## config.mk

```make
export PLATFORM = sky130hd
export DESIGN_NAME = runSequencer
export DESIGN_NICKNAME = d
export VERILOG_FILES = /design/src/common/vWritePkg.sv /design/src/hdl/runSequencer.sv
export VERILOG_INCLUDE_DIRS = /design/src /design/src/common
export SDC_FILE = /design/constraint.sdc
export NUM_CORES = 1
export LEC_CHECK = 0
export ABC_AREA = 0
export BUFFER_PORTS_ARGS = -buffer_cell sky130_fd_sc_hd__buf_2
export CAP_MARGIN = 20
export CORE_AREA = 4 4 301 303
export DETAILED_ROUTE_END_ITERATION = 7
export DIE_AREA = 0 0 305 307
export PLACE_DENSITY_LB_ADDON = 0.15
export SYNTH_ARGS = -nofsm -noshare
export SYNTH_HDL_FRONTEND = slang
export SYNTH_SLANG_ARGS = --single-unit
```

## constraint.sdc

```tcl
create_clock -name clk -period 22 [get_ports clk]
set_clock_uncertainty 0.05 [all_clocks]
set_input_delay 2.2 -clock clk [delete_from_list [all_inputs] [get_ports clk]]
set_output_delay 2.2 -clock clk [all_outputs]
set_load 0.05 [all_outputs]
```

## src/common/vWriteSettings_settings.svh

```systemverilog
`ifndef VWRITE_SETTINGS_SVH
`define VWRITE_SETTINGS_SVH

// lanes in the cluster
`define VW_NUM_LANES 4

// buffer address, top bit picks the ping-pong half
`define VW_ADDR_W 10

// input word, buffer word and bus word share one width
`define VW_DATA_W 32

// period, duty and delay counters
`define VW_PERIOD_W 10

`define VW_LEN_W 8
`define VW_EXT_ADDR_W 32

`endif

```

## src/common/vWritePkg.sv

```systemverilog
`default_nettype none

`include "vWriteSettings_settings.svh"

package vWritePkg;

   // read side, buffer to databus
   typedef struct packed {
      logic [`VW_EXT_ADDR_W-1:0] extAddr;
      logic [`VW_PERIOD_W-1:0]   perA;
      logic [`VW_ADDR_W-1:0]     incrA;
      logic [`VW_LEN_W-1:0]      length;
   } readCfgT;

   // write side, input stream to buffer
   typedef struct packed {
      logic [`VW_ADDR_W-1:0]   iter;
      logic [`VW_PERIOD_W-1:0] per;
      logic [`VW_PERIOD_W-1:0] duty;
      logic [`VW_ADDR_W-1:0]   start;
      logic [`VW_ADDR_W-1:0]   shift;
      logic [`VW_ADDR_W-1:0]   incr;
      logic [`VW_PERIOD_W-1:0] delay;
      logic [`VW_ADDR_W-1:0]   iter2;
      logic [`VW_ADDR_W-1:0]   incr2;
      logic                    reverse;
   } writeCfgT;

   typedef struct packed {
      readCfgT  rd;
      writeCfgT wr;
      logic     pingPong;
   } laneCfgT;

   // one databus beat, strobe is always all ones
   typedef struct packed {
      logic [`VW_EXT_ADDR_W-1:0] addr;
      logic [`VW_DATA_W-1:0]     wdata;
      logic [`VW_LEN_W-1:0]      len;
   } busReqT;

endpackage

`default_nettype wire

```

## src/hdl/runSequencer.sv

```systemverilog
`timescale 1ns/10ps
`default_nettype none

`include "vWriteSettings_settings.svh"

module runSequencer (
   input  logic                                clk,
   input  logic                                rst,
   input  logic                                cfgWrite,
   input  logic [$clog2(`VW_NUM_LANES)-1:0]    cfgLane,
   input  vWritePkg::laneCfgT                  cfg,
   input  logic                                run,
   input  logic                                laneDone [`VW_NUM_LANES],
   output logic                                laneRun,
   output vWritePkg::laneCfgT                  laneCfg [`VW_NUM_LANES],
   output logic                                done
);

   // one configuration slot per lane
   always_ff @(posedge clk or posedge rst) begin
      if (rst) begin
         for (int k = 0; k < `VW_NUM_LANES; k++)
            laneCfg[k] <= '0;
      end else if (cfgWrite) begin
         laneCfg[cfgLane] <= cfg;
      end
   end

   // all lanes start on the same cycle
   assign laneRun = run;

   always_comb begin
      done = 1'b1;
      for (int k = 0; k < `VW_NUM_LANES; k++)
         done = done & laneDone[k];
   end

endmodule

`default_nettype wire

```

* Word level (Yosys, flattened, before mapping) *
Cells that the tools add are included.

operators by class
  order comparisons = 2
  mux-type cells = 3
  bitwise operators = 4
  reduce and logical (&&, ||, !) cells = 1

operator list
  operator              count
  $bwmux W608           1
  $demux W152 S2        1
  $mux W152             1
  $and A1 B1 Y1         3
  $ge A3 B3 Y1 const B  1
  $lt A3 B1 Y1 const B  1
  $not A2 Y3            1
  $logic_and A1 B1 Y1   1

storage, ports and cells
  flip-flop bits (word level) = 608
  bits of input ports = 162
  output and inout port bits = 610
  word-level logic and storage cells = 70

* Longest topological paths before layout *
  word-level depth = 6
  depth in mapped cells = 5
  depth with buffers taken out = 2

* Worst setup path before layout *
No wires, ideal clock.

  kind = input to output
  from = input port laneDone[0] (netlist name)
  to = output port done
  data arrival time = 2687 ps
  data required time = 19750 ps
  path slack = 17063 ps
  stages on the path = 1
  buffers on the path = 0
  cells stage by stage = and4_1

on the way
  longest elaborated chain between the ends = 1

RTL lines
  element             RTL line            source
  start: declaration  runSequencer.sv:13  input logic laneDone [`VW_NUM_LANES],
  $and A1 B1 Y1       runSequencer.sv:35  done = done & laneDone[k];
  end: declaration    runSequencer.sv:16  output logic done

Every way passes these cells.

* Final worst setup path *
Ends and elaborated chain as after synthesis.

==> flow_summary.ini <==
[outcome]
status = finished, final reports clean

[worst_setup_path]
worstPathMaxFanout = 1
reg2reg_slack_ns = 21.04
r2r_cells = 1
cp_top_family = buffers and inverters
cp_slowest_cell = buf_2
crit_arrival_ns = 2.71
crit_path_end_kind = primary output
crit_required_ns = 19.75
reg2reg_from = laneCfg[150]$_DFFE_PP0P_
criticalPathCategory = input pin to primary output
crit_chain = buf_2 > and4_1 > buf_2
cp_common_cell = buf_2
max_stage_delay_ns = 0.26
cp-start-kind = input pin
critPathBufInv = 2
r2r-end = laneCfg[150]$_DFFE_PP0P_

[cells_and_area]
nFillCells = 8734
num-nets-final = 2245
top_register = laneCfg
drive_gt1_share_pct = 59.36
syn_to_final_growth_pct = 32.29
largest_reg_flops = 608
reg_top3 = laneCfg: 608 flops

[logic_synthesis]
synth_area_leaders = dfrtp_1 (67%), mux2_2 (18%), mux2_1 (12%)
async_reset_ff_share_pct = 100.0
netlist_area_sq_mm = 0.02270
yosysTopAreaCell = dfrtp_1
synthFlopType = dfrtp_1
synth_edf_count = 0
synth_top_area_share_pct = 67.04
syn_area_per_cell_sq_um = 17.59
syn_inst = 1290
seq_area_frac_synth_pct = 67.04
synthMostInstantiatedCell = dfrtp_1
syn_nets = 1452
synth_common_cells = dfrtp_1 (608), mux2_2 (368), mux2_1 (240), buf_2 (32), buf_6 (29)
ys_ff_latch = 608
synth_warnings = 0
synth_cell_type_count = 12

[grt]
grt_util_met2_pct = 26.81
grt_pass1_wl_um = 107600
track_usage_pct = 15.09
overflow = 0
top_usage_layer = met2
grt_use_met3_pct = 6.178
grt_max_degree = 156
grt_pass1_vias = 15664
use_met1_pct = 16.37
antenna_found_initial = 11

[timing]
hold_viol = 0
min_period_ns = 4.956
setup_violations = 0
drv_slew = 0
slew_headroom_pct = 32.81
fmax_mhz = 201.8
worstMarginPinSlew_ns = 1.008
fin_setup_tns_ns = 0
rsz0062_at_grt = no
post-route-period-util_pct = 22.53

[clock_tree]
cts_resized = 0
cts_buffers = 72
post_cts_buffers = 0
htree_levels = 3
holdBufCountCts = 0
cts_tree = built
root_buffer = clkbuf_16
ctsLongestPathBuffers = 3
path_clk_slew_ns = 0.06
cts_sinks = 608
worstSkewPairLatency_ns = 0.59

[floorplan]
start_util_pct = 25.80
fp.coreArea_sq_mm = 0.08797
dieHeight_um = 307
die_x_um = 305
row_count = 109
io_pins = 772
die_area_sq_mm = 0.09364

[min_path]
worstHoldStart = laneCfg[533]$_DFFE_PP0P_
hold_path.class = flip-flop to flip-flop
min_to = laneCfg[533]$_DFFE_PP0P_
hold_path_depth = 1

[pwr]
p_total_mw = 3.979
vdd.ir_drop.worst_mv = 0.07086
power_density_mw_per_mm2 = 132.5
p_leak_nw = 14.15

[job]
max_cap_viol_count = 0

[route]
ant_nets = 0
drt_pass1_iterations = 4
drt-total-wl_um = 72710
drtIter0Drc = 453
wire_per_inst_um = 21.99
drc = 0
vias_per_cell = 4.246
dr_total_vias = 14042

[placed_design]
finalWeightedCongestion = 0.7650
portBuffers = 769
dp_hpwl_um = 51720
per-stage QoR:
step | std cells | hold slack, ns | util (%) | cell area, sq um | setup WS (ns)
final | 3307 | 0.4289 | 34.13 | 30030 | 17.04
after global routing | 3305 | 0.4470 | 34.13 | 30020 | 17.02
after CTS | 3301 | 0.4328 | 34.12 | 30010 | 17.04
after detailed placement | 3174 | 0.4206 | 31.36 | 27590 | 17.02
after global placement | 3174 | 0.4127 | 31.36 | 27590 | 17.03
after floorplan | 1290 | 0.7781 | - | 22700 | 2.728
worst max path at each step:
stage                               end  slack [ns]  cells after the start        start
4_1_cts                            done       17.04                      3  laneDone[0]
5_1_grt                            done       17.02                      3  laneDone[0]
3_3_place_gp                       done       17.03                      3  laneDone[0]
6_report                           done       17.04                      3  laneDone[0]
2_1_floorplan    laneCfg[0]$_DFFE_PP0P_        2.73                      1          rst
3_5_place_dp   laneCfg[317]$_DFFE_PP0P_       17.02                      4          rst
cell type report:
cell class                 instances  area (sq um)  share of cell area (%)
clock inverter                    20         310.3                   1.033
multi-input combinational        613          6907                   23.00
antenna                            6         15.01                 0.05001
timing repair buffer             787          3996                   13.31
tap                             1165          1458                   4.855
sequential                       608         15210                   50.67
clock buffer                     107          2113                   7.038
inverter                           1         11.26                 0.03750
cell families after synthesis:
kind of cell | synth area share [%]
and+or+nand+nor | 0.2040
buffers and inverters | 2.591
muxes | 30.17
DFF | 67.04
metal layers:
| metal | part of all wire [%] | vias up | wire length [um] |
|---|---|---|---|
| met5 | 0.047 | - | 34 |
| met4 | 2.7 | 6 | 1974 |
| met3 | 9.1 | 117 | 6636 |
| met2 | 52 | 505 | 37600 |
| met1 | 36 | 7241 | 26460 |
| li1 | - | 6173 | - |
report_power, final:
group / internal [mW] / switching [mW] / total, mW
logic: 0.301 / 1.03 / 1.33
clock network: 0.747 / 0.471 / 1.22
registers: 1.33 / 0.104 / 1.43
total: 2.38 / 1.60 / 3.98
cells in the final DEF (no fill, tap or decap):
| cell | count |
|---|---|
| buf_2 | 769 |
| dfrtp_1 | 608 |
| mux2_2 | 368 |
| mux2_1 | 240 |
| clkbuf_16 | 72 |
| clkbuf_8 | 18 |
| clkbuf_1 | 17 |
| buf_4 | 17 |
| bufinv_16 | 7 |
| diode_2 | 6 |
| inv_6 | 5 |
| clkinv_2 | 5 |
| nand3b_1 | 2 |
| clkinvlp_4 | 2 |
| nor3b_4 | 1 |
| and4_1 | 1 |
| inv_8 | 1 |
| nand3_4 | 1 |
| clkinv_8 | 1 |
| buf_12 | 1 |
No activity file was read; power rests on OpenSTA's default activity.
